$ cat src/hdl/phy_pkg.sv
package phy_pkg;

  ////////////////////
  // Code group
  ////////////////////

  // Bit a of the code group sits in the MSB and goes on the line first
  typedef struct packed {
    logic [5:0] sub_6b;
    logic [3:0] sub_4b;
  } code_split_t;

  // One 10-bit word, read whole or split into its 6b and 4b sub-blocks
  typedef union packed {
    logic [9:0]  bits;
    code_split_t split;
  } code_group_t;

  ////////////////////
  // MAC side
  ////////////////////

  typedef struct packed {
    logic [7:0] data;
    logic       k;
  } mac_word_t;

  typedef struct packed {
    logic decode_error;
    logic disparity_error;
  } rx_status_t;

  ////////////////////
  // Comma constants
  ////////////////////

  // K28.5 as sent with negative and positive running disparity
  localparam code_group_t K28_5_NEG = 10'b0011111010;
  localparam code_group_t K28_5_POS = 10'b1100000101;

  // Idle control byte
  localparam logic [7:0] K28_5_BYTE = 8'hBC;

endpackage

$ cat src/hdl/pma_tx.sv
`timescale 1ns/10ps

module pma_tx
  import phy_pkg::*;
(
  input  logic        ref_clk,
  input  logic        rst_n,
  input  code_group_t code,
  output logic        word_strobe,
  output logic        tx_out_p,
  output logic        tx_out_n
);

  logic [3:0] bit_cnt;
  logic [9:0] shift_reg;

  // One strobe every ten bit times
  assign word_strobe = (bit_cnt == 4'd9);

  always_ff @(posedge ref_clk) begin
    if (!rst_n) begin
      bit_cnt <= 4'd0;
    end else if (word_strobe) begin
      bit_cnt <= 4'd0;
    end else begin
      bit_cnt <= bit_cnt + 4'd1;
    end
  end

  // Serializer, MSB first so bit a leads
  always_ff @(posedge ref_clk) begin
    if (!rst_n) begin
      shift_reg <= '0;
    end else if (word_strobe) begin
      shift_reg <= code.bits;
    end else begin
      shift_reg <= {shift_reg[8:0], 1'b0};
    end
  end

  assign tx_out_p = shift_reg[9];
  assign tx_out_n = ~shift_reg[9];

endmodule

$ cat config.mk
export PLATFORM = sky130hd
export DESIGN_NAME = pma_tx
export DESIGN_NICKNAME = d
export VERILOG_FILES = /design/src/hdl/phy_pkg.sv /design/src/hdl/pma_tx.sv
export SDC_FILE = /design/constraint.sdc
export NUM_CORES = 1
export LEC_CHECK = 0
export BUFFER_PORTS_ARGS = -buffer_cell sky130_fd_sc_hd__buf_2
export CAP_MARGIN = 30
export CORE_AREA = 2 2 39 41
export DETAILED_ROUTE_END_ITERATION = 7
export DIE_AREA = 0 0 41 43
export GPL_TIMING_DRIVEN = 0
export PLACE_DENSITY = 0.79
export SYNTH_ARGS = -nofsm -noshare
export SYNTH_HDL_FRONTEND = slang
export SYNTH_SLANG_ARGS = --single-unit
$ cat constraint.sdc
create_clock -name ref_clk -period 2.2 [get_ports ref_clk]
set_input_delay 0.66 -clock ref_clk [delete_from_list [all_inputs] [get_ports ref_clk]]
set_output_delay 0.66 -clock ref_clk [all_outputs]
set_load 0.05 [all_outputs]
---- After elaboration in Yosys (flattened, before gate mapping) ----
Index checks and enable logic that the tools add are counted.
operators by class
  add/sub/neg operators ................... 1
  bitwise operators ....................... 2
  equality and inequality tests ........... 1
  mux-type cells .......................... 1
  reductions and logical operators ........ 2
operators by type and width
  cell                 number
  $mux 10              1
  $add 4x1->4 const B  1
  $eq 4x4->1 const B   1
  $not 1->1            2
  $reduce_and 2->1     1
  $reduce_or 2->1      1
word-level totals
  flip-flop bits (word level) ............. 14
  word-level logic and storage cells ...... 10
  input bits .............................. 12

---- Longest topological paths before layout ----
Gate-level depths: netlist (run 1).
  depth in word-level cells ............... 2
  mapped depth ............................ 6
  mapped depth without buffers ............ 5

---- Least setup slack after synthesis (run 1) ----
No wires, ideal clock.
  path type ............................... register to output
  from .................................... register shift_reg[9]
  to ...................................... output tx_out_n
  stages on the path, launching flop included .. 2
  path slack .............................. 0.584 ns
  path buffers ............................ 0
  arrival ................................. 0.956 ns
  cell sequence ........................... dfxtp_1 inv_1
between the ends
  longest elaborated chain between the ends .. 1
ends and longest elaborated chain
  element                   line          RTL
  start: declaration        pma_tx.sv:15  logic [9:0] shift_reg;
  start signal: assignment  pma_tx.sv:35  shift_reg <= code.bits;
  start signal: assignment  pma_tx.sv:37  shift_reg <= {shift_reg[8:0], 1'b0};
  $not 1->1                 pma_tx.sv:42  assign tx_out_n = ~shift_reg[9];
  end: declaration          pma_tx.sv:11  output logic tx_out_n
No other way between the ends.

---- Worst setup path after layout (run 1) ----
  from .................................... register bit_cnt[0]
  to ...................................... output word_strobe
between the ends
  longest elaborated chain between the ends .. 1
ends and longest elaborated chain
  element                   line          RTL
  start: declaration        pma_tx.sv:14  logic [3:0] bit_cnt;
  start signal: assignment  pma_tx.sv:26  bit_cnt <= bit_cnt + 4'd1;
  $eq 4x4->1                pma_tx.sv:18  assign word_strobe = (bit_cnt == 4'd9);
  end: declaration          pma_tx.sv:9   output logic word_strobe,
No other way between the ends.

==> results of run 1 <==
logic make-up after synthesis:
group / count (synthesis) / share of synthesized area
fa+ha+maj: 2 / 0.04175
buf+inv: 6 / 0.05845
flops: 14 / 0.4676
simple gates: 29 / 0.2756
compound gates: 11 / 0.1566
critical path, stage by stage, from the launching register on:
cell and delay (ns):
dfxtp_1 0.40, ha_1 0.26, nand3b_4 0.17, inv_2 0.12, clkbuf_4 0.23
power breakdown:
part / leakage [uW] / internal [uW] / switching (uW)
sequential: 0.000113 / 258 / 4.58
combinational: 0.000211 / 18.5 / 18.4
clock: 0.0000138 / 63.2 / 73.0
total: 0.000338 / 340 / 96.0
Yosys cell counts:
cell type | instances | share of area
a21boi_0 | 1 | 0.013
and3_1 | 2 | 0.021
buf_2 | 1 | 0.0083
buf_4 | 1 | 0.013
buf_6 | 1 | 0.019
dfxtp_1 | 14 | 0.47
ha_1 | 2 | 0.042
inv_1 | 2 | 0.013
inv_2 | 1 | 0.0063
nand2_1 | 10 | 0.063
nand2b_1 | 1 | 0.010
nand3_1 | 9 | 0.075
nand3_2 | 1 | 0.017
nand3b_1 | 1 | 0.013
nand3b_4 | 1 | 0.033
nor2_1 | 1 | 0.0063
nor3b_1 | 2 | 0.025
o21a_1 | 1 | 0.013
o21ai_2 | 9 | 0.13
or2b_1 | 1 | 0.013
timing repair:
item                                   CTS  global route
setup endpoints to repair                0             1
endpoints found under the hold margin    0             0
gates resized for setup                  0             1
layout make-up:
class	count	area share
clock buffer	3	0.03152
multi-input combinational	42	0.3975
tap	16	0.02802
buffer	3	0.03327
sequential	14	0.3923
inverter	3	0.01576
timing repair buffer	14	0.1016
routing by layer:
layer	GRT usage	wire length, um	vias to the layer above
li1	-	-	247
met3	0.03141	41	2
met1	0.1967	445	216
met2	0.2250	549	13
met5	0	0	-
met4	0.08000	8	0
final timing paths:
path         cells past startpoint                    start                       to  slack [ns]
max                              4    bit_cnt[0]$_SDFF_PP0_              word_strobe        0.09
min                              2  shift_reg[7]$_SDFF_PN0_  shift_reg[8]$_SDFF_PN0_        0.44
max reg2reg                      5    bit_cnt[0]$_SDFF_PP0_  shift_reg[8]$_SDFF_PN0_        0.93
min reg2reg                      2  shift_reg[7]$_SDFF_PN0_  shift_reg[8]$_SDFF_PN0_        0.44
through the flow:
stage | hold slack [ns] | utilization | total power (uW) | instances
after floorplan | 0.4238 | - | 290.4 | 62
after global placement | 0.4299 | 0.4982 | 303.7 | 92
after detailed placement | 0.4343 | 0.4982 | 306.0 | 92
after CTS | 0.4449 | 0.5145 | 443.2 | 95
after global routing | 0.4536 | 0.5163 | 457.7 | 95
final | 0.4421 | 0.5163 | 435.7 | 95
==> out/qor.yml, run 1 <==
status: "complete, no violations"
overflow: 0
placed_area_um2: 689.4
core_mm2: 0.001384
fin_ws_ns: 0.08909
antenna_left: 0
critPathCaptureType: "primary output"
fin_tns_setup_ns: 0
pin_count: 15
setup_viol: 0
synth_seq_cells: 14
synth_cell_type_count: 20
yosysWarnings: 0
start_util: 0.4331
drv_cap: 0
post_cts_buffers: 0
seqCellArea_um2: 280.3
final_cell_mix: "buf_2 (14), dfxtp_1 (14), nand2_1 (10)"
worst-slew-pin-transition_ns: 0.2508
final_max_slew_viol_count: 0
clk_latency_ns: 0.27
syn_nets: 76
route.detailed.drc: 0
cp.arrival_ns: 1.45
yosysSeqAreaShare: 0.4676
area_growth_pct: 19.21
num_rows: 14
root_buffer: "clkbuf_4"
ir_drop_v: 0.0003232
powerDensity_mw_per_mm2: 609.9
postSynthAreaPerCell_um2: 9.667
clock_path_buffers: 2
grt_pass1_vias: 441
cts_hold_buf: 0
synth.cell_area_um2: 599.3
multi_input_area_um2: 284.0
die_h_um: 43
wl_um: 1044
hold_class: "flip-flop to flip-flop"
crit_path_start_kind: "flip-flop"
gp_congestion: 0.6406
grt_usage: 0.1515
clock.fmax_mhz: 473.7
largest_reg_flops: 10
dr.pass1.iters: 4
vias: 478
hold_viol: 0
crit_type: "flip-flop to primary output"
vias_per_cell: 5.032
grt_max_degree: 11
grt_setup_unrepaired: "false"
dieArea_mm2: 0.001763
post-place-ws_ns: 0.3575
p_leak_uw: 0.0003383
cts_tree: "built"
path_clk_slew_ns: 0.08
dieWidth_um: 41
cts_sinks: 14
drtIter0Drc: 4
hpwl_um: 803.9
antennaDiodeCount: 0
fin_skew_ns: 0.007301
numCtsBuffers: 3
port_buffers: 14
slew-limit-headroom: 0.8339
cp_data_required_time_ns: 1.54
design_area_um2: 714.4
grt_pass1_wl_um: 1814
wl_per_cell_um: 10.99
final_nets: 95
post-route-min-period_ns: 2.111
cp_max_fo: 10
synth_cells: 62
nFillCells: 144
finalCritPeriodShare: 0.9595
htreeDepth: 1
drive_above_1_share: 0.4051
antenna_found_initial: 0
No activity file was read; power rests on OpenSTA's default activity.
==> run 2: changes to the inputs <==
- ABC_AREA: unset -> 1
- PLACE_DENSITY: 0.79 -> 0.75
==> out/qor.yml, run 2 <==
core_mm2: 0.001384
worst_r2r_path_depth: 7
hold_slack_ns: 0.4531
synth_cells: 64
placed_area_um2: 630.6
path_clk_slew_ns: 0.08
grt_usage: 0.1323
clk_latency_ns: 0.27
antenna_found_initial: 0
post_cts_buffers: 0
vias: 450
synth_seq_cells: 14
largest_reg_flops: 10
grt_max_degree: 11
yosysWarnings: 0
cts_sinks: 14
finalCritPeriodShare: 0.9377
numCtsBuffers: 3
hold_depth: 2
synth_fa_ha_area_frac: 0.04587
dr.pass1.iters: 2
synthFlopType: "dfxtp_1"
root_buffer: "clkbuf_4"
yosysTopAreaCell: "dfxtp_1"
pin_count: 15
worst-slew-pin-transition_ns: 0.2372
synth_top_family_by_area: "simple AND/OR/NAND/NOR gates"
cp_data_required_time_ns: 1.54
slew-limit-headroom: 0.8417
ir_drop_v: 0.0004765
gp_congestion: 0.6282
grt_use_met3: 0.07330
seqCellArea_um2: 281.5
port_buffers: 13
multi_input_area_um2: 229.0
post-route-util: 0.4846
yosysSeqAreaShare: 0.5138
synth_compound_area_frac: 0
synth.area.mux_share: 0
wl_per_cell_um: 9.629
htreeDepth: 1
drv_cap: 0
wl_um: 934
clock.fmax_mhz: 484.8
drtIter0Drc: 12
final_max_slew_viol_count: 0
ys_top_cells_by_count: "nand3_1 (19), dfxtp_1 (14), nand2_1 (12)"
grtUsageMet1: 0.1541
overflow: 0
powerDensity_mw_per_mm2: 705.2
fin_tns_setup_ns: 0
cp_max_fo: 10
synthTopCellsByArea: "dfxtp_1 (51%), nand3_1 (17%), nand2_1 (8.3%), ha_1 (4.6%), inv_1 (2.8%)"
area_growth_pct: 22.94
antennaDiodeCount: 0
dieWidth_um: 41
vias_per_cell: 4.639
design_area_um2: 670.6
status: "complete, no violations"
grt_pass1_vias: 358
die_h_um: 43
crit_type: "flip-flop to primary output"
num_rows: 14
layout_commonest_cell: "nand3_1"
route.detailed.drc: 0
post-route-min-period_ns: 2.063
synth.most_common_cell: "nand3_1"
fin_skew_ns: 0.002212
synth_edf_count: 0
synth_top_cell_area_share: 0.5138
final_cell_mix: "nand3_1 (19), buf_2 (14), dfxtp_1 (13)"
syn_nets: 78
synth.cell_area_um2: 545.5
critPathCaptureType: "primary output"
setup_viol: 0
hold_viol: 0
nFillCells: 137
dieArea_mm2: 0.001763
hold_class: "flip-flop to flip-flop"
yosys.area_share.simple: 0.3578
cp.arrival_ns: 1.40
async_reset_ff_frac: 0
grt-busiest-layer: "met2"
grt_setup_unrepaired: "false"
met2_usage: 0.1813
start_util: 0.3942
hpwl_um: 658.6
antenna_left: 0
crit_path_start_kind: "flip-flop"
cts_tree: "built"
synth_cell_type_count: 14
final_nets: 96
postSynthAreaPerCell_um2: 8.524
clock_path_buffers: 2
p_leak_uw: 0.0003267
grt_pass1_wl_um: 1531
yosys.area_share.xor_xnor: 0.01606
drive_above_1_share: 0.2963
run 2: changes by cell type in the layout (fill, tap and decap cells not counted), sizes merged, moves of 2 or more:
| cell | change |
|---|---|
| nand3b | -2 |
| nor2 | +4 |
| nand3 | +10 |
| nand2 | +3 |
| o21ai | -9 |
| nor3b | -2 |
run 2: cell type report:
type                    instances  share of cell area
repair buffers                 13              0.1007
plain buffers                   3             0.03172
flip-flops and latches         14              0.4198
clock buffers                   4             0.05410
multi-input cells              43              0.3414
inverters                       4             0.02239
well taps                      16             0.02985
run 2: final timing paths:
kind                            from                      end  slack, ns
min          shift_reg[6]$_SDFF_PN0_  shift_reg[7]$_SDFF_PN0_       0.45
max            bit_cnt[1]$_SDFF_PP0_              word_strobe       0.14
max reg2reg    bit_cnt[1]$_SDFF_PP0_  shift_reg[4]$_SDFF_PN0_       1.08
min reg2reg  shift_reg[6]$_SDFF_PN0_  shift_reg[7]$_SDFF_PN0_       0.45
run 2: metrics by stage:
stage | cells | setup slack, ns | power, uW
2_1_floorplan | 64 | 0.5836 | 285.0
3_3_place_gp | 93 | 0.3830 | 296.8
3_5_place_dp | 93 | 0.3668 | 298.3
4_1_cts | 97 | 0.04425 | 484.7
5_1_grt | 97 | 0.04690 | 502.9
6_report | 97 | 0.1371 | 472.9
run 2: power breakdown:
group,internal [uW],leakage [uW],total [uW],switching (uW)
combinational,13.6,0.000192,27.8,14.3
clock,101,0.0000210,181,80.2
sequential,258,0.000114,264,5.97
total,373,0.000327,473,100
run 2: critical path, stage by stage, from the launching register on:
cell and delay (ns):
dfxtp_1 0.35, inv_1 0.06, ha_1 0.17, nand2_1 0.07, nor2_2 0.10, buf_6 0.14
clkbuf_4 0.23
run 2: timing repair:
| item | 4_1_cts | 5_1_grt |
|---|---|---|
| resized for setup | 0 | 2 |
| endpoints found under the setup margin | 0 | 1 |
| hold buffers | 0 | 0 |
run 2: layer usage:
| layer | up-vias | share of wire |
|---|---|---|
| li1 | 243 | - |
| met1 | 196 | 0.47 |
| met2 | 11 | 0.45 |
| met3 | 0 | 0.081 |
| met4 | 0 | 0 |
| met5 | - | 0 |
run 2: cells by family (layout without fill, tap and decap cells):
family	Yosys count	count (layout)
flip-flops	14	14
XOR/XNOR	1	1
AND/OR/NAND/NOR	40	40
buffers and inverters	7	24
adder cells (fa/ha/maj)	2	2
