File: src/hdl/phy_pkg.sv
package phy_pkg;

  ////////////////////
  // Code group
  ////////////////////

  // Bit a of the code group sits in the MSB and goes on the line first
  typedef struct packed {
    logic [5:0] sub_6b;
    logic [3:0] sub_4b;
  } code_split_t;

  // One 10-bit word, read whole or split into its 6b and 4b sub-blocks
  typedef union packed {
    logic [9:0]  bits;
    code_split_t split;
  } code_group_t;

  ////////////////////
  // MAC side
  ////////////////////

  typedef struct packed {
    logic [7:0] data;
    logic       k;
  } mac_word_t;

  typedef struct packed {
    logic decode_error;
    logic disparity_error;
  } rx_status_t;

  ////////////////////
  // Comma constants
  ////////////////////

  // K28.5 as sent with negative and positive running disparity
  localparam code_group_t K28_5_NEG = 10'b0011111010;
  localparam code_group_t K28_5_POS = 10'b1100000101;

  // Idle control byte
  localparam logic [7:0] K28_5_BYTE = 8'hBC;

endpackage

File: src/hdl/pcs_encoder.sv
`timescale 1ns/10ps

module pcs_encoder
  import phy_pkg::*;
(
  input  logic        ref_clk,
  input  logic        rst_n,
  input  logic        word_strobe,
  input  mac_word_t   mac_tx,
  input  logic        mac_data_en,
  output code_group_t code
);

  mac_word_t   sel_word;
  logic [4:0]  d5;
  logic [2:0]  d3;
  logic [5:0]  neg_6b;
  logic [5:0]  enc_6b;
  logic [3:0]  neg_4b;
  logic [3:0]  enc_4b;
  logic        rd;
  logic        rd_eff;
  logic        rd_mid;
  logic        rd_next;
  logic        unb_6b;
  logic        unb_4b;
  logic        use_alt;
  code_group_t enc_code;

  // Idle comma whenever the MAC has nothing to send
  always_comb begin
    if (mac_data_en) begin
      sel_word = mac_tx;
    end else begin
      sel_word.data = K28_5_BYTE;
      sel_word.k    = 1'b1;
    end
  end

  assign d5 = sel_word.data[4:0];
  assign d3 = sel_word.data[7:5];

  ////////////////////
  // 5b/6b
  ////////////////////

  // Negative disparity column, abcdei
  always_comb begin
    case (d5)
      5'd0:  neg_6b = 6'b100111;
      5'd1:  neg_6b = 6'b011101;
      5'd2:  neg_6b = 6'b101101;
      5'd3:  neg_6b = 6'b110001;
      5'd4:  neg_6b = 6'b110101;
      5'd5:  neg_6b = 6'b101001;
      5'd6:  neg_6b = 6'b011001;
      5'd7:  neg_6b = 6'b111000;
      5'd8:  neg_6b = 6'b111001;
      5'd9:  neg_6b = 6'b100101;
      5'd10: neg_6b = 6'b010101;
      5'd11: neg_6b = 6'b110100;
      5'd12: neg_6b = 6'b001101;
      5'd13: neg_6b = 6'b101100;
      5'd14: neg_6b = 6'b011100;
      5'd15: neg_6b = 6'b010111;
      5'd16: neg_6b = 6'b011011;
      5'd17: neg_6b = 6'b100011;
      5'd18: neg_6b = 6'b010011;
      5'd19: neg_6b = 6'b110010;
      5'd20: neg_6b = 6'b001011;
      5'd21: neg_6b = 6'b101010;
      5'd22: neg_6b = 6'b011010;
      5'd23: neg_6b = 6'b111010;
      5'd24: neg_6b = 6'b110011;
      5'd25: neg_6b = 6'b100110;
      5'd26: neg_6b = 6'b010110;
      5'd27: neg_6b = 6'b110110;
      5'd28: neg_6b = sel_word.k ? 6'b001111 : 6'b001110;
      5'd29: neg_6b = 6'b101110;
      5'd30: neg_6b = 6'b011110;
      default: neg_6b = 6'b101011;
    endcase
  end

  // Control groups are built at negative disparity, then inverted whole
  assign rd_eff = sel_word.k ? 1'b0 : rd;
  assign unb_6b = ($countones(neg_6b) != 3);
  assign enc_6b = (rd_eff && (unb_6b || d5 == 5'd7)) ? ~neg_6b : neg_6b;
  assign rd_mid = unb_6b ? ~rd_eff : rd_eff;

  ////////////////////
  // 3b/4b
  ////////////////////

  // A7 avoids a run of five after sub-blocks ending in ii or ee
  assign use_alt = (d3 == 3'd7) &&
                   (sel_word.k ||
                    (!rd_mid && (d5 == 5'd17 || d5 == 5'd18 || d5 == 5'd20)) ||
                    (rd_mid && (d5 == 5'd11 || d5 == 5'd13 || d5 == 5'd14)));

  always_comb begin
    case (d3)
      3'd0:    neg_4b = 4'b1011;
      3'd1:    neg_4b = 4'b1001;
      3'd2:    neg_4b = 4'b0101;
      3'd3:    neg_4b = 4'b1100;
      3'd4:    neg_4b = 4'b1101;
      3'd5:    neg_4b = 4'b1010;
      3'd6:    neg_4b = 4'b0110;
      default: neg_4b = use_alt ? 4'b0111 : 4'b1110;
    endcase
  end

  assign unb_4b = ($countones(neg_4b) != 2);
  assign enc_4b = (rd_mid && (unb_4b || d3 == 3'd3)) ? ~neg_4b : neg_4b;

  always_comb begin
    enc_code.split.sub_6b = enc_6b;
    enc_code.split.sub_4b = enc_4b;
    if (sel_word.k && rd) begin
      enc_code.bits = ~enc_code.bits;
    end
  end

  // Disparity flips on every unbalanced word
  assign rd_next = rd ^ ($countones(enc_code.bits) != 5);

  always_ff @(posedge ref_clk) begin
    if (!rst_n) begin
      rd   <= 1'b0;
      code <= '0;
    end else if (word_strobe) begin
      rd   <= rd_next;
      code <= enc_code;
    end
  end

endmodule

File: config.mk
export PLATFORM = sky130hd
export DESIGN_NAME = pcs_encoder
export DESIGN_NICKNAME = d
export VERILOG_FILES = /design/src/hdl/phy_pkg.sv /design/src/hdl/pcs_encoder.sv
export SDC_FILE = /design/constraint.sdc
export NUM_CORES = 1
export LEC_CHECK = 0
export ABC_AREA = 1
export BUFFER_PORTS_ARGS = -buffer_cell sky130_fd_sc_hd__buf_2
export CAP_MARGIN = 20
export CORE_ASPECT_RATIO = 0.7
export CORE_MARGIN = 2
export CORE_UTILIZATION = 53
export DETAILED_ROUTE_END_ITERATION = 8
export GPL_TIMING_DRIVEN = 0
export PLACE_DENSITY = 0.77
export SLEW_MARGIN = 30
export SYNTH_ARGS = -nofsm -noshare
export SYNTH_HDL_FRONTEND = slang
export SYNTH_SLANG_ARGS = --single-unit
export TNS_END_PERCENT = 10
File: constraint.sdc
create_clock -name ref_clk -period 7.7 [get_ports ref_clk]
set_input_delay 1.54 -clock ref_clk [delete_from_list [all_inputs] [get_ports ref_clk]]
set_output_delay 1.54 -clock ref_clk [all_outputs]
set_load 0.01 [all_outputs]
* Yosys cells after proc, flatten, opt, wreduce, memory -nomap -nowiden
Cells that the tools add are included.
Storage, ports and cells: register bits after elaboration 11, bits in latches 0, bits in writable memories 0, ROM bits 0, memories kept 0
Operators by class: add/subtract/negate cells 17, multiply operators 0, div/mod/pow operators 0, $lt $le $gt $ge 0, eq/ne operators 40, shift operators 0, mux-type cells 10, bitwise logic cells 5, reductions and logical operators 17
Operator list (number):
- 6-bit case mux with 31 select lines | 1
- 5-bit == test, second input constant | 15
- 5-bit by 4-bit == test with 1-bit output, second input constant | 8
- 4-bit case mux with 7 select lines | 1
- 1-bit by 1-bit adder with 2-bit output | 10
- 5-bit by 3-bit == test with 1-bit output, second input constant | 4
- 2-bit by 2-bit adder with 3-bit output | 4
- 3-bit == test, second input constant | 4
- 5-bit by 2-bit == test with 1-bit output, second input constant | 2
- 10-bit 2-to-1 mux | 1
- 10-bit inverter | 1
- 9-bit 2-to-1 mux | 1
- 1-bit logical OR | 8
- 4-bit 2-to-1 mux | 2
- 3-bit by 2-bit == test with 1-bit output, second input constant | 2
- 1-bit logical AND | 6
- 6-bit 2-to-1 mux | 1
- 6-bit inverter | 1
- 4-bit by 2-bit adder with 5-bit output | 1
- 5-bit by 1-bit == test with 1-bit output, second input constant | 1
- 5-bit logical NOT | 1
- 5-bit by 3-bit inequality test with 1-bit output, second input constant | 1
- 3-bit by 2-bit adder with 4-bit output | 1
- 3-bit by 3-bit adder with 4-bit output | 1
- 9 further kinds | 11

* Depth between registers and ports, before layout
word-level depth 29, gate-level depth with buffers 40, gate-level depth less buffers 40

* Worst setup path after synthesis
Ideal clock, no wire load.
kind input -> register, from input port mac_tx[4] in the netlist's numbering, to register rd, setup time 124 ps, arrival time 7648 ps, data required time 7576 ps, path slack -71 ps, cell stages on the path 37, path buffers 0, cells stage by stage inv_1 -> nand2_1 -> nor2_2 -> nand3_1 -> nand2_1 -> nor2_1 -> nand2_1 -> inv_1 -> nand3_2 -> nand2_1 -> fa_1 -> inv_1 -> fa_1 -> inv_1 -> ha_1 -> inv_1 -> fa_1 -> nor2_1 -> xnor2_1 -> inv_1 -> nand3b_1 -> nand2_2 -> inv_2 -> nand3_1 -> nand2_1 -> inv_1 -> fa_1 -> fa_1 -> inv_1 -> fa_1 -> ha_1 -> inv_1 -> fa_1 -> o21ai_0 -> a31oi_1 -> o21ai_0 -> a21oi_1
On the way: cells in the longest elaborated chain, start to end 29
RTL lines:
- from (decl) | line pcs_encoder.sv:9 | input mac_word_t mac_tx,
- 9-bit 2-to-1 mux * | line pcs_encoder.sv:32 | if (mac_data_en) begin
- 5-bit == test (tied with other cells) | line pcs_encoder.sv:49 | case (d5)
- 6-bit case mux with 31 select lines | line pcs_encoder.sv:49
- 1-bit by 1-bit adder with 2-bit output (not written as such) | line pcs_encoder.sv:87 | assign unb_6b = ($countones(neg_6b) != 3);
- 2-bit by 2-bit adder with 3-bit output (not written as such) | line pcs_encoder.sv:87
- 3-bit by 2-bit adder with 4-bit output (not written as such) | line pcs_encoder.sv:87
- 4-bit by 2-bit inequality test with 1-bit output | line pcs_encoder.sv:87
- 1-bit 2-to-1 mux | line pcs_encoder.sv:89 | assign rd_mid = unb_6b ? ~rd_eff : rd_eff;
- (+13 left out)
- 10-bit inverter | line pcs_encoder.sv:121 | enc_code.bits = ~enc_code.bits;
- 10-bit 2-to-1 mux * | line pcs_encoder.sv:120 | if (sel_word.k && rd) begin
- 1-bit by 1-bit adder with 2-bit output (not written as such) | line pcs_encoder.sv:126 | assign rd_next = rd ^ ($countones(enc_code.bits) != 5);
- 2-bit by 2-bit adder with 3-bit output (not written as such) | line pcs_encoder.sv:126
- 3-bit by 3-bit adder with 4-bit output (not written as such) | line pcs_encoder.sv:126
- 4-bit by 2-bit adder with 5-bit output (not written as such) * | line pcs_encoder.sv:126
- 5-bit by 3-bit inequality test with 1-bit output * | line pcs_encoder.sv:126
- 1-bit XOR * | line pcs_encoder.sv:126
- to (signal assigned) | line pcs_encoder.sv:133 | rd <= rd_next;
- to (decl) | line pcs_encoder.sv:21 | logic rd;
Every way passes the cells marked *; elsewhere a longest branch is shown, timed or not. A chain may end at the register's enable or synchronous reset.

* Worst setup path in the final report
from input port mac_data_en, to register rd
On the way: cells in the longest elaborated chain, start to end 29
RTL lines:
- from (decl) | line pcs_encoder.sv:10 | input logic mac_data_en,
- 9-bit 2-to-1 mux * | line pcs_encoder.sv:32
- 5-bit == test (tied with other cells) | line pcs_encoder.sv:49
- 6-bit case mux with 31 select lines | line pcs_encoder.sv:49
- 1-bit by 1-bit adder with 2-bit output (not written as such) | line pcs_encoder.sv:87
- 2-bit by 2-bit adder with 3-bit output (not written as such) | line pcs_encoder.sv:87
- 3-bit by 2-bit adder with 4-bit output (not written as such) | line pcs_encoder.sv:87
- 4-bit by 2-bit inequality test with 1-bit output | line pcs_encoder.sv:87
- 1-bit 2-to-1 mux | line pcs_encoder.sv:89
- (+13 left out)
- 10-bit inverter | line pcs_encoder.sv:121
- 10-bit 2-to-1 mux * | line pcs_encoder.sv:120
- 1-bit by 1-bit adder with 2-bit output (not written as such) | line pcs_encoder.sv:126
- 2-bit by 2-bit adder with 3-bit output (not written as such) | line pcs_encoder.sv:126
- 3-bit by 3-bit adder with 4-bit output (not written as such) | line pcs_encoder.sv:126
- 4-bit by 2-bit adder with 5-bit output (not written as such) * | line pcs_encoder.sv:126
- 5-bit by 3-bit inequality test with 1-bit output * | line pcs_encoder.sv:126
- 1-bit XOR * | line pcs_encoder.sv:126
Marks and branches as above.

==> results by group <==
Run
  • Max-cap violation count: 0

Timing
  • Clk_skew: 6.141 ps
  • Final period util: 109.9%
  • Total negative setup slack: -763.9 ps
  • Worst Tran Pin Value: 649.6 ps
  • FMAX: 118.1 MHz
  • Final Hold Viols: 0
  • Setup ws final: -763.9 ps
  • Final min period: 8464 ps
  • Slew HR: 56.70%
  • Final setup fails: 1
  • Final slew viol count: 0
  • RSZ-0062 raised after global routing: true

Final layout
  • Final #Nets: 420
  • Fillers: 131
  • Area Overhead vs Synth: 58.05%
  • Antenna diodes: 0
  • Non-Filler Instances: 428
  • Fraction of layout cells with a size suffix above 1: 43.33%

Critical path
  • Crit path launch type: input port
  • Setup crit start: mac_data_en
  • CP bufs+invs: 9
  • WS Path Type: in2reg
  • Reg-to-Reg Start: rd$_SDFFE_PN0P_
  • R2R depth: 21
  • Req. time, crit path: 7880 ps
  • RR Endpoint: rd$_SDFFE_PN0P_
  • Most used cell, CP: fa_1
  • Worst-path fanout max: 6
  • Worst reg-to-reg setup slack: 3380 ps
  • Max incr delay on CP: 580 ps
  • Critical Path AT: 8640 ps
  • Crit end category: flop
  • Crit path max-delay family: adder cells
  • Slowest-stage cell, CP: fa_2

Pwr
  • Sw Ratio: 53.93%
  • Reg power frac: 9.2%
  • Switching pwr: 445.0 uW
  • Comb pwr share: 83.2%
  • Leak: 1.533 nW
  • Clock power share: 7.7%
  • Power Dens Cells: 293.3 nW/um^2
  • Worst VDD drop: 0.0002552 V
  • Internal power: 380.2 uW

Floorplan
  • Rows: 17
  • Die area: 3847 sq um
  • Die Y: 52.50 um
  • # IOs: 23
  • Die width: 73.28 um
  • Area of the core: 3169 sq um
  • Initial Util: 56.18%

Logic synthesis
  • Post-synth top area cell: nand2_1
  • Post-synthesis xor/xnor area fraction: 1.968%
  • Synth area leaders: nand2_1 (18%), dfxtp_1 (12%), nand3_1 (11%)
  • Post-synthesis compound-gate area fraction: 8.784%
  • Sequential-to-total area share from yosys stat: 12.37%
  • EDFF count, synth: 0
  • Yosys top cell area share: 18.13%
  • Synthesized area: 1780 sq um
  • Post-synthesis register bit count: 11
  • Post-synthesis mux area share: 0%
  • Synthesis Warnings: 0
  • Syn_area_per_cell: 5.800 sq um
  • Ys flop type: dfxtp_1
  • Top-count cell post-synth: nand2_1
  • Top cells by count, synth: nand2_1 (86), inv_1 (48), nor2_1 (44), nand3_1 (40), dfxtp_1 (11)
  • Synth Area in Adders: 14.62%
  • Simple-Gate Fraction of Synth Area: 49.61%
  • Netlist cell types: 36
  • Synth Instances: 307
  • Synth async-reset ratio: 0%
  • Main combinational cell family by area after synthesis: simple AND/OR/NAND/NOR gates
  • Post-Syn Nets: 336

Drt
  • Final ANT Viol Nets: 0
  • DRT iter0 DRCs: 556
  • DR pass1 iterations: 9
  • Via/cell ratio: 6.685
  • Post-DR wirelength/cell: 21.96 um
  • # DRC: 25
  • Drt total wl: 9400 um
  • Via count: 2861

Clock tree
  • TritonCTS clock tree: done
  • CTS Buf Count: 3
  • Skew-Pair Late Insertion Delay: 260 ps
  • Htree depth: 1
  • Max clock buf depth: 2
  • CTS root buf: clkbuf_8
  • Worst-path clk slew: 50 ps
  • Clk sinks: 11

Min path
  • Hold path cells: 2
  • Class of the worst hold path: reg2reg
  • Hold path start: code[2]$_SDFFE_PN0P_
  • Worst Hold Path EP: code[2]$_SDFFE_PN0P_

GRT
  • Initial antenna violation count: 0
  • Pin count of the biggest net entering global routing: 11
  • Grt total ovfl: 0
  • GRT Overall Usage: 39.51%
  • First-pass GRT wire length: 11390 um
  • Vias in the first global route: 2428

Placed design
  • Dpl cells: 366
  • DP Worst Slack: -665.6 ps
  • HPWL after DPL: 3726 um
  • Number of port buffers: 21
  • Routability cong.: 1.015

Status
  • Outcome: finished, violations left
  • Failing checks: design-rule violations, negative setup slack
==> timing repair <==
item                                    4_1_cts  5_1_grt
resized for setup                            74       38
hold buffers                                  0        0
pin swaps                                    43       37
cloned                                        1        0
setup buffers                                46       11
endpoints found under the setup margin        1        1
==> cell families (layout without fill, tap and decap cells) <==
group / Yosys count / count (layout)
adder cells (fa/ha/maj): 16 / 16
buffers and inverters: 56 / 139
AND/OR/NAND/NOR: 196 / 196
XOR/XNOR: 4 / 4
flip-flops: 11 / 11
AO/OA/AOI/OAI: 24 / 24
==> metal layers <==
metal | share of wire [%] | up-vias | global-route usage, %
li1 | - | 1144 | -
met2 | 40 | 334 | 60.96
met4 | 9.3 | 0 | 18.52
met3 | 17 | 130 | 15.00
met1 | 34 | 1253 | 48.59
met5 | 0 | - | 0
==> worst register-to-register path, cell delays in order, from the launching register on <==
cell and delay (ps):
dfxtp_1 400, nand2_1 130, xnor2_2 210, inv_2 80, nand2_2 100, nand3_2 80
nand2_2 120, nand2_1 80, nand2_1 90, nand2_2 90, fa_1 520, fa_1 530
inv_1 60, fa_1 530, ha_2 220, inv_2 50, fa_2 350, nand4_1 80
o21ai_1 70, a31oi_1 210, o21ai_1 110, a21oi_1 140
==> cells in the final DEF (no fill, tap or decap), types with 7 or more instances in the layout <==
cell     netlist  routed
nor2_4         1      10
nand4_1        7       7
nand3_2        2      12
inv_2          2      13
nand2_2        2      16
buf_2          1      17
inv_1         48      33
dfxtp_1       11      11
buf_4          1      59
nand3_1       40      25
nand2_1       86      67
nor2_1        44      33
==> power groups by stage <==
stage	registers, mW	clock network (mW)	logic (mW)
2_1_floorplan	0.0783	0	0.335
5_1_grt	0.0756	0.0662	0.728
3_5_place_dp	0.0743	0	0.441
6_report	0.0755	0.0633	0.686
4_1_cts	0.0736	0.0581	0.523
3_3_place_gp	0.0740	0	0.426
==> flip-flops by register name, summed over array words and instances, names as in the netlist <==
signal and cells:
rd 1, code 10
==> worst max-delay path by stage <==
stage / end / slack (ps) / cells past startpoint
floorplan: rd$_SDFFE_PN0P_ / 10 / 37
global placement: rd$_SDFFE_PN0P_ / -680 / 35
detailed placement: rd$_SDFFE_PN0P_ / -670 / 38
CTS: rd$_SDFFE_PN0P_ / -70 / 36
global route: rd$_SDFFE_PN0P_ / -880 / 39
finish: rd$_SDFFE_PN0P_ / -760 / 37
==> stage by stage <==
| stage | hold WS, ps | area, sq um | total power, mW | utilization (%) |
|---|---|---|---|---|
| 6_report | 528.7 | 2814 | 0.8252 | 88.79 |
| 5_1_grt | 556.4 | 2814 | 0.8697 | 88.79 |
| 3_5_place_dp | 478.4 | 1941 | 0.5153 | 61.23 |
| 3_3_place_gp | 474.6 | 1941 | 0.5003 | 61.23 |
| 2_1_floorplan | 447.5 | 1788 | 0.4129 | - |
| 4_1_cts | 494.4 | 2592 | 0.6552 | 81.80 |
==> area by class of cell <==
type                            instances  area, sq um  share of cell area, %
Sequential cell                        11        220.2                  7.826
Clock buffer                            4        45.04                  1.601
Buffer                                  5        53.80                  1.912
Timing Repair Buffer                   79        586.8                  20.85
Inverter                               51        214.0                  7.603
Tap cell                               38        47.55                  1.690
Multi-Input combinational cell        240         1647                  58.51
No activity file was read; power rests on OpenSTA's default activity.
