[config.mk]
export PLATFORM = sky130hd
export DESIGN_NAME = pma_rx
export DESIGN_NICKNAME = d
export VERILOG_FILES = /design/src/hdl/phy_pkg.sv /design/src/hdl/pma_rx.sv
export SDC_FILE = /design/constraint.sdc
export NUM_CORES = 1
export LEC_CHECK = 0
export BUFFER_PORTS_ARGS = -buffer_cell sky130_fd_sc_hd__buf_2
export CELL_PAD_IN_SITES_DETAIL_PLACEMENT = 0
export CELL_PAD_IN_SITES_GLOBAL_PLACEMENT = 1
export CORE_MARGIN = 2
export CORE_UTILIZATION = 43
export CTS_BUF_LIST = sky130_fd_sc_hd__clkbuf_2
export DETAILED_ROUTE_END_ITERATION = 7
export PLACE_DENSITY_LB_ADDON = 0.1
export SLEW_MARGIN = 20
export SYNTH_ARGS = -nofsm -noshare
export SYNTH_HDL_FRONTEND = slang
export SYNTH_SLANG_ARGS = --single-unit
[constraint.sdc]
create_clock -name ref_clk -period 2.9 [get_ports ref_clk]
set_input_delay 0.29 -clock ref_clk [delete_from_list [all_inputs] [get_ports ref_clk]]
set_output_delay 0.29 -clock ref_clk [all_outputs]
set_load 0.005 [all_outputs]
[src/hdl/phy_pkg.sv]
package phy_pkg;

  ////////////////////
  // Code group
  ////////////////////

  // Bit a of the code group sits in the MSB and goes on the line first
  typedef struct packed {
    logic [5:0] sub_6b;
    logic [3:0] sub_4b;
  } code_split_t;

  // One 10-bit word, read whole or split into its 6b and 4b sub-blocks
  typedef union packed {
    logic [9:0]  bits;
    code_split_t split;
  } code_group_t;

  ////////////////////
  // MAC side
  ////////////////////

  typedef struct packed {
    logic [7:0] data;
    logic       k;
  } mac_word_t;

  typedef struct packed {
    logic decode_error;
    logic disparity_error;
  } rx_status_t;

  ////////////////////
  // Comma constants
  ////////////////////

  // K28.5 as sent with negative and positive running disparity
  localparam code_group_t K28_5_NEG = 10'b0011111010;
  localparam code_group_t K28_5_POS = 10'b1100000101;

  // Idle control byte
  localparam logic [7:0] K28_5_BYTE = 8'hBC;

endpackage

[src/hdl/pma_rx.sv]
`timescale 1ns/10ps

module pma_rx
  import phy_pkg::*;
#(
  parameter int unsigned COMMA_NUMBER = 4
) (
  input  logic        ref_clk,
  input  logic        rst_n,
  input  logic        rx_in,
  input  logic        rx_polarity,
  input  logic        decode_error,
  output code_group_t aligned_code,
  output logic        aligned_strobe,
  output logic        rx_valid
);

  localparam int unsigned CNT_W = $clog2(COMMA_NUMBER + 1);

  logic             rx_bit;
  code_group_t      window;
  logic [3:0]       phase_cnt;
  logic [CNT_W-1:0] comma_cnt;
  logic             comma_pulse;
  logic             at_boundary;
  logic             misaligned;

  assign rx_bit = rx_in ^ rx_polarity;

  // Oldest bit ends up in the MSB, matching the transmit order
  always_ff @(posedge ref_clk) begin
    window.bits <= {window.bits[8:0], rx_bit};
  end

  ////////////////////
  // Comma alignment
  ////////////////////

  assign comma_pulse = (window.bits == K28_5_NEG.bits) || (window.bits == K28_5_POS.bits);
  assign at_boundary = (phase_cnt == 4'd9);
  assign misaligned  = comma_pulse && !at_boundary;

  // A comma anywhere becomes the new word boundary
  always_ff @(posedge ref_clk) begin
    if (!rst_n) begin
      phase_cnt <= 4'd0;
    end else if (comma_pulse || at_boundary) begin
      phase_cnt <= 4'd0;
    end else begin
      phase_cnt <= phase_cnt + 4'd1;
    end
  end

  assign aligned_strobe = comma_pulse || at_boundary;
  assign aligned_code   = window;

  ////////////////////
  // Link qualification
  ////////////////////

  always_ff @(posedge ref_clk) begin
    if (!rst_n) begin
      comma_cnt <= '0;
      rx_valid  <= 1'b0;
    end else if (misaligned || decode_error) begin
      comma_cnt <= '0;
      rx_valid  <= 1'b0;
    end else if (at_boundary && comma_pulse) begin
      // Saturate once the link is up
      if (comma_cnt != CNT_W'(COMMA_NUMBER)) begin
        comma_cnt <= comma_cnt + CNT_W'(1);
      end
      if (comma_cnt >= CNT_W'(COMMA_NUMBER - 1)) begin
        rx_valid <= 1'b1;
      end
    end
  end

endmodule

# Yosys cells after proc, flatten, opt, wreduce, memory -nomap -nowiden
# Cells that the tools add are included.
# word_totals
reg_bits	18
wordCells	23
out_inout_bits	12
inputBits	5
# classes
eq_ne	4
magnitude_cmp	1
n_addsub	2
bitwise_logic	2
reduce_logical	10
# op_table
cell	count
$eq A10 B10 Y1 const B	1
$eq A10 B8 Y1 const B	1
$add A4 B1 Y4 const B	1
$eq A4 B4 Y1 const B	1
$reduce_and A2 Y1	2
$reduce_or A2 Y1	2
$add A3 B1 Y3 const B	1
$ge A3 B2 Y1 const B	1
$logic_or A1 B1 Y1	3
$ne A3 B3 Y1 const B	1
$logic_and A1 B1 Y1	2
$logic_not A1 Y1	1
$not A1 Y1	1
$xor A1 B1 Y1	1

# Longest topological paths before layout
# Gate-level depths: netlist (run 1).
# logic_depth
word_depth	5
ltp_mapped	6

# Least setup slack after synthesis (run 1)
# No wires, ideal clock.
# synth_timing
path_kind	flip-flop to flip-flop
start	register window (netlist bit aligned_code[7])
end	register rx_valid
path_buffers	0
stages_incl_launch_ff	6
setup_time_ns	0.066
synth_period_minus_slack_ns	1.635
slack_ns	1.265
t_arrival_ns	1.569
cell_sequence	dfxtp_1 nand4_1 or4_4 and2_4 or3_1 a21oi_2
# synth_between
elab_chain_cells	5
word_cells_on_any_way	8
cone_classes	2 x eq/ne; 6 x reduce/logical
# synth_rtl
item	line	text
from (decl)	pma_rx.sv:21	code_group_t window;
$eq A10 B8 Y1 / $eq A10 B10 Y1 (equally long branches)	pma_rx.sv:39	assign comma_pulse = (window.bits == K28_5_NEG.bits) || (window.bits == K28_5_POS.bits);
$logic_or A1 B1 Y1 (*)	pma_rx.sv:39	
$logic_and A1 B1 Y1	pma_rx.sv:41	assign misaligned = comma_pulse && !at_boundary;
$logic_or A1 B1 Y1	pma_rx.sv:65	end else if (misaligned || decode_error) begin
$reduce_or A2 Y1 (no source line)	--	
to (signal assigned)	pma_rx.sv:64	rx_valid <= 1'b0;
to (signal assigned)	pma_rx.sv:67	rx_valid <= 1'b0;
to (signal assigned)	pma_rx.sv:74	rx_valid <= 1'b1;
to (decl)	pma_rx.sv:15	output logic rx_valid
# Every way passes the cells marked *; elsewhere a longest branch is shown, timed or not.
# A chain may end at the register's enable or synchronous reset.

# Worst setup path in the final report (run 1)
# layout_timing
start	register window (netlist bit aligned_code[5])
end	output port aligned_strobe
# layout_between
elab_chain_cells	3
word_cells_on_any_way	4
cone_classes	2 x eq/ne; 2 x reduce/logical
# layout_rtl
item	line	text
$eq A10 B8 Y1 / $eq A10 B10 Y1 (equally long branches)	pma_rx.sv:39	
$logic_or A1 B1 Y1 (*)	pma_rx.sv:39	
$logic_or A1 B1 Y1 (*)	pma_rx.sv:54	assign aligned_strobe = comma_pulse || at_boundary;
to (decl)	pma_rx.sv:14	output logic aligned_strobe,
# Marks and branches as above.

==> out/qor.txt, run 1 <==
LAYOUT
---------------------------------------------------------------------------------
Final standard cell count with taps included and fillers excluded              96
Area overhead of the layout relative to synthesis                           18.0%
Layout cells sized above 1                                                  0.288
Number of fillers in the final layout                                         152
Net count reported at finish                                                   91
Number of inserted diodes                                                       0

SETUP PATH
---------------------------------------------------------------------------------
Largest fanout on the critical path                                             5
Reg-to-Reg Start                                                     aligned_code[5]
Crit path to                                                         aligned_strobe
Reg-to-reg endpoint                                                      rx_valid
Depth of the worst register-to-register path                                    5
Register-to-register path setup slack                                     1.18 ns
Critical path type                                                        reg2out
CP endpoint kind                                                       output pin
Start point of the critical path                                     aligned_code[5]
Data arrival, critical path                                               1.64 ns
Crit path required time                                                   2.61 ns
Startpoint type of the worst setup path                                      flop

TIMING
---------------------------------------------------------------------------------
Achievable clock frequency                                                518 MHz
Slew at the pin closest to its max-slew limit                            0.250 ns
Slew Viols, Final                                                               0
Total setup violations reported at the end of the flow                          0
Final Hold Viols                                                                0
Headroom to the max-slew limit                                              0.831
Setup repair after global routing missed its margin                         false
Period utilisation layout                                                   0.666
Worst Slack Setup Final                                                  0.970 ns
Layout Skew                                                             0.0137 ns
Shortest period the worst path allows                                     1.93 ns
Final setup TNS                                                              0 ns

CLOCK NETWORK
---------------------------------------------------------------------------------
H-Tree Level Count                                                              1
Clock-pin slew on the worst setup and hold paths                          0.18 ns
CTS buffer count                                                                3
Number of sinks on the clock net                                               18
Library cell used as clock root buffer                               sky130_fd_sc_hd__clkbuf_2
Clock tree from TritonCTS                                                    done
Hold-fix buffers, CTS                                                           0
Post-CTS Setup Inserts                                                          0
Max clock buf depth                                                             2
Clock insertion delay at the later pin of the skew report                 0.29 ns
Number of resized instances in the post-cts repair step                         0

DIE
---------------------------------------------------------------------------------
Die Y-Extent                                                              43.2 um
Area of the die                                                      0.00186 mm^2
Top-Level Pins                                                                 17
Initial core utilization                                                    0.448
Overall die width                                                         43.2 um
Std cell rows                                                                  14
Area inside the core boundary                                        0.00147 mm^2

SYNTHESIS
---------------------------------------------------------------------------------
Yosys warning total                                                             0
Post-Syn Nets                                                                  70
Avg Synthesized Cell Area                                               11.0 um^2
Commonest register cell after synthesis                              sky130_fd_sc_hd__dfxtp_1
Library cell with the highest instance count after synthesis         sky130_fd_sc_hd__dfxtp_1
Synthesized cell area                                                    659 um^2
Area leader, netlist                                                 sky130_fd_sc_hd__dfxtp_1
Top cells by area in the synthesized netlist                         sky130_fd_sc_hd__dfxtp_1 (55%), sky130_fd_sc_hd__ha_1 (9.5%), sky130_fd_sc_hd__inv_1 (3.4%), sky130_fd_sc_hd__nor2_1 (3.4%), sky130_fd_sc_hd__xnor2_1 (2.7%)
Register bit count reported by yosys                                           18
Count of flip-flops with a built-in enable after synthesis                      0
Yosys top cell area share                                                   0.546
Leading post-synthesis cells by instance count                       sky130_fd_sc_hd__dfxtp_1 (18), sky130_fd_sc_hd__inv_1 (6), sky130_fd_sc_hd__nor2_1 (6)
Synthesized instance count                                                     60
Sequential-to-total area share from yosys stat                              0.546
Fraction of synthesis flops using an asynchronous set or reset pin              0
Count of unique library cells instantiated by Yosys                            23

DRT
---------------------------------------------------------------------------------
Topmost layer with routed signal wires                                       met4
Met3 routed wirelength                                                      48 um
Sum of routed wire length over all layers                                 1000 um
Detailed-route vias per instance                                             4.74
Antenna viol nets, final                                                        0
TritonRoute pass-1 iters                                                        4
Remaining design rule violation count                                           0
Routed length on met2                                                      440 um
WL met1                                                                    492 um
Detailed-route via count                                                      455
Routed wire per std cell                                                  10.4 um
Iter 0 DRT Violations                                                           3

GLOBAL ROUTE
---------------------------------------------------------------------------------
Residual overflow from global routing                                           0
Initial antenna violation count                                                 0
GRT Overall Usage                                                           0.127
Number of global-route vias before repair                                     409
Maximum number of pins on one net before global-route repair                   11
First-pass GRT wire length                                                1700 um

PLACED DESIGN
---------------------------------------------------------------------------------
Placed Instances                                                               92
Post-DP HPWL                                                               767 um
RePlAce Congestion                                                          0.707
Count of buffers inserted at the top-level ports                               16
Worst setup timing slack at the placement stage                           1.22 ns

PWR
---------------------------------------------------------------------------------
Net load switching power                                                   104 uW
Fraction of power consumed by sequential logic                              0.673
Int Power                                                                  315 uW
Power Density                                                         538 mW/mm^2
Comb pwr share                                                              0.077
Clock network power share                                                   0.250
Maximum vdd drop                                                           321 uV
Switching part of the total                                                 0.248
Leakage power                                                            0.353 nW

OUTCOME
---------------------------------------------------------------------------------
Outcome                                                              finished clean

FLOW RUN
---------------------------------------------------------------------------------
Number of max-cap violations                                                    0

MIN PATH
---------------------------------------------------------------------------------
Worst min-delay path category                                              in2reg

==> cells by family (layout without fill, tap and decap cells) <==
| family | after synthesis | after routing | share of synthesized area |
|---|---|---|---|
| XOR/XNOR | 4 | 4 | 0.0531 |
| AND/OR/NAND/NOR | 20 | 20 | 0.182 |
| flip-flops | 18 | 18 | 0.546 |
| multiplexers | 1 | 1 | 0.0152 |
| adder cells (fa/ha/maj) | 5 | 5 | 0.0949 |
| AO/OA/AOI/OAI | 6 | 6 | 0.0740 |
| buffers and inverters | 6 | 26 | 0.0342 |
==> sequential cells by signal (all words and copies together) (netlist names) <==
name and flops:
aligned_code 10, comma_cnt 3, phase_cnt 4, rx_valid 1
==> routing by layer <==
layer	global-route usage	up-vias
li1	-	247
met1	0.161	196
met2	0.188	10
met3	0.0255	2
met4	0.0909	0
met5	0	-
==> stage by stage <==
step                area, um^2  hold WS (ns)   util  power, mW
global placement           759         0.365  0.516      0.320
floorplan                  659         0.370      -      0.299
finish                     778         0.168  0.529      0.419
CTS                        778         0.154  0.529      0.424
detailed placement         759         0.367  0.516      0.320
global route               778         0.160  0.529      0.441
==> cell usage in the layout (no fill, tap or decap), drive strengths merged, types with 2 or more instances in the layout <==
cell type,n
nand3,2
inv,6
nand4,2
nor2,6
nand2,2
dfxtp,18
buf,16
a21oi,2
xor2,2
ha,5
xnor2,2
clkbuf,3
or3,2
==> layout make-up <==
type,count,area [um^2],area share
Sequential cell,18,360,0.463
Clock inverter,1,3.75,0.00482
Inverter,6,22.5,0.0289
Clock buffer,3,15.0,0.0193
Multi-Input combinational cell,36,277,0.355
Tap cell,16,20.0,0.0257
Timing Repair Buffer,16,80.1,0.103
==> worst min-delay path by stage <==
stage,start,endpoint,slack (ns),depth (start not counted)
finish,rx_in,aligned_code[0],0.17,2
global route,rx_polarity,aligned_code[0],0.16,2
CTS,rx_in,aligned_code[0],0.15,2
detailed placement,aligned_code[2],aligned_code[3],0.37,0
global placement,aligned_code[2],aligned_code[3],0.36,0
floorplan,aligned_code[0],aligned_code[1],0.37,0
==> worst max-delay path, stage by stage (launching register included) <==
cell	delay, ns
sky130_fd_sc_hd__dfxtp_1	0.41
sky130_fd_sc_hd__nand4_1	0.10
sky130_fd_sc_hd__or4_4	0.50
sky130_fd_sc_hd__and2_4	0.17
sky130_fd_sc_hd__nand2_1	0.06
sky130_fd_sc_hd__buf_2	0.11
==> power groups by stage <==
stage | Clock, mW | Sequential, mW | Combinational (mW)
final | 0.105 | 0.282 | 0.0324
after CTS | 0.109 | 0.282 | 0.0330
after global routing | 0.119 | 0.285 | 0.0365
after detailed placement | 0 | 0.287 | 0.0329
after floorplan | 0 | 0.287 | 0.0124
after global placement | 0 | 0.287 | 0.0335
Note: power is estimated with default switching activity, not from simulation.
==> run 2: changes to the inputs <==
--- a/config.mk
+++ b/config.mk
@@ -9,7 +9,7 @@
 export CELL_PAD_IN_SITES_DETAIL_PLACEMENT = 0
 export CELL_PAD_IN_SITES_GLOBAL_PLACEMENT = 1
 export CORE_MARGIN = 2
-export CORE_UTILIZATION = 43
+export CORE_UTILIZATION = 36
 export CTS_BUF_LIST = sky130_fd_sc_hd__clkbuf_2
 export DETAILED_ROUTE_END_ITERATION = 7
 export PLACE_DENSITY_LB_ADDON = 0.1
==> constraint.sdc (replaced) <==
create_clock -name ref_clk -period 1.7 [get_ports ref_clk]
set_input_delay 0.17 -clock ref_clk [delete_from_list [all_inputs] [get_ports ref_clk]]
set_output_delay 0.17 -clock ref_clk [all_outputs]
set_load 0.005 [all_outputs]
==> out/qor.txt, run 2 (synthesis gave the netlist of run 1 again) <==
PWR
----------------------------------------------------------------------------------------
Int Power                                                                         544 uW
Leakage power                                                                   0.365 nW
Net load switching power                                                          174 uW
Power Density                                                                876 mW/mm^2
Maximum vdd drop                                                                  443 uV
Fraction of power consumed by sequential logic                                     0.673
Switching part of the total                                                        0.242
Clock network power share                                                          0.237
Comb pwr share                                                                     0.090

CLOCK NETWORK
----------------------------------------------------------------------------------------
Hold-fix buffers, CTS                                                                  0
Number of sinks on the clock net                                                      18
Max clock buf depth                                                                    2
Clock-pin slew on the worst setup and hold paths                                 0.16 ns
Clock tree from TritonCTS                                                           done
Library cell used as clock root buffer                                      sky130_fd_sc_hd__clkbuf_2
CTS buffer count                                                                       3
H-Tree Level Count                                                                     1
Clock insertion delay at the later pin of the skew report                        0.28 ns

PLACED DESIGN
----------------------------------------------------------------------------------------
Placed Instances                                                                     101
Post-DP HPWL                                                                      836 um
Count of buffers inserted at the top-level ports                                      16
RePlAce Congestion                                                                 0.697

GLOBAL ROUTE
----------------------------------------------------------------------------------------
Maximum number of pins on one net before global-route repair                          10
Number of global-route vias before repair                                            416
Initial antenna violation count                                                        0
First-pass GRT wire length                                                       1790 um
Residual overflow from global routing                                                  0
GRT Overall Usage                                                                  0.120

SETUP PATH
----------------------------------------------------------------------------------------
Data arrival, critical path                                                      1.59 ns
CP endpoint kind                                                              output pin
Maximum cell stage delay along the critical path                                 0.49 ns
Standard cell with the maximum stage delay on the critical path             sky130_fd_sc_hd__or4_4
Depth of the worst register-to-register path                                           5
Largest fanout on the critical path                                                    5
Crit path required time                                                          1.53 ns
Total buffers and inverters traversed by the critical path                             1
Cells along the critical path                                               nand4_1, or4_4, and2_4, nand2_1, buf_2
Reg-to-reg endpoint                                                         comma_cnt[2]
Startpoint type of the worst setup path                                             flop
Register-to-register path setup slack                                            0.05 ns
Category of cells accounting for the largest share of critical-path delay   simple AND/OR/NAND/NOR gates
Reg-to-Reg Start                                                            aligned_code[7]
Critical path type                                                               reg2out

TIMING
----------------------------------------------------------------------------------------
Slew at the pin closest to its max-slew limit                                   0.293 ns
Final Hold Viols                                                                       0
Headroom to the max-slew limit                                                     0.803
Period utilisation layout                                                           1.03
Slew Viols, Final                                                                      0
Achievable clock frequency                                                       569 MHz
Shortest period the worst path allows                                            1.76 ns
Setup repair after global routing missed its margin                                 true
Final setup TNS                                                               -0.0577 ns
Worst Slack Setup Final                                                       -0.0577 ns
Layout Skew                                                                  0.000573 ns
Total setup violations reported at the end of the flow                                 1

DRT
----------------------------------------------------------------------------------------
Detailed-route via count                                                             485
Iter 0 DRT Violations                                                                  3
Detailed-route vias per instance                                                    4.53
Remaining design rule violation count                                                  0
Sum of routed wire length over all layers                                        1140 um
Routed wire per std cell                                                         10.6 um
Antenna viol nets, final                                                               0
TritonRoute pass-1 iters                                                               4

LAYOUT
----------------------------------------------------------------------------------------
Area overhead of the layout relative to synthesis                                  24.5%
Final standard cell count with taps included and fillers excluded                    107
Top library cells by usage in the layout, fill and taps aside               sky130_fd_sc_hd__buf_2 (16), sky130_fd_sc_hd__dfxtp_1 (11), sky130_fd_sc_hd__dfxtp_2 (7), sky130_fd_sc_hd__inv_1 (6), sky130_fd_sc_hd__nor2_1 (6)
Net count reported at finish                                                          94
Finished Core Util                                                                 0.475
Number of inserted diodes                                                              0
Leading cell type in the layout, fill and taps excluded                     sky130_fd_sc_hd__buf_2
Largest register FFs                                                                  10
Layout cells sized above 1                                                         0.415

OUTCOME
----------------------------------------------------------------------------------------
Outcome                                                                     complete, but fails checks
Violated checks                                                             negative setup slack

FLOW RUN
----------------------------------------------------------------------------------------
Number of max-cap violations                                                           0

DIE
----------------------------------------------------------------------------------------
Initial core utilization                                                           0.382
Top-Level Pins                                                                        17
Area of the die                                                             0.00219 mm^2
Die Y-Extent                                                                     46.8 um
Overall die width                                                                46.8 um
Area inside the core boundary                                               0.00173 mm^2
Std cell rows                                                                         15

MIN PATH
----------------------------------------------------------------------------------------
Worst Hold Path Cells                                                                  2
Worst min-delay path category                                                     in2reg
WHS Endpoint                                                                aligned_code[0]
Critical hold path startpoint                                                      rx_in

-- run 2: cell count changes in the layout (fill, tap and decap cells not counted), sizes merged --
cell    before  now
buf         16   19
clkinv       1    0
-- run 2: metal layers --
layer	vias up	share of wire	global-route usage
met4	0	0.011	0.0833
li1	254	-	-
met3	2	0.074	0.0308
met2	15	0.49	0.184
met1	214	0.42	0.147
met5	-	0	0
-- run 2: layout make-up --
type	count	area, um^2
clock buffer	3	15.0
tap	25	31.3
inverter	6	22.5
sequential	18	369
multi-input combinational	36	280
timing repair buffer	19	103
fill	197	906
-- run 2: through the flow --
step | worst slack (ns) | hold WS (ns) | power [mW] | area (um^2)
floorplan | 0.0650 | 0.263 | 0.510 | 659
global placement | 0.0239 | 0.357 | 0.547 | 771
detailed placement | 0.0146 | 0.359 | 0.548 | 771
CTS | -0.104 | 0.00234 | 0.724 | 798
global route | -0.167 | 0.00862 | 0.757 | 821
finish | -0.0577 | 0.0315 | 0.719 | 821
-- run 2: repair_timing --
action                                  in CTS  in global routing
pin swaps                                    0                  1
endpoints found under the setup margin       2                  5
resized for setup                            4                  4
buffers inserted                             1                  2
endpoints found under the hold margin        0                  0
-- run 2: worst max-delay path by stage --
stage	endpoint	depth (start not counted)	slack, ns	start
after detailed placement	rx_valid	5	0.01	aligned_code[7]
after CTS	aligned_strobe	5	-0.10	aligned_code[2]
after floorplan	rx_valid	5	0.06	aligned_code[7]
final	aligned_strobe	5	-0.06	aligned_code[7]
after global placement	rx_valid	5	0.02	aligned_code[4]
after global routing	aligned_strobe	5	-0.17	aligned_code[7]
-- run 2: power by group through the flow --
stage / sequential (mW) / combinational, mW / clock, mW
3_5_place_dp: 0.491 / 0.0570 / 0
2_1_floorplan: 0.489 / 0.0212 / 0
6_report: 0.484 / 0.0644 / 0.171
3_3_place_gp: 0.490 / 0.0570 / 0
4_1_cts: 0.484 / 0.0574 / 0.182
5_1_grt: 0.490 / 0.0712 / 0.196
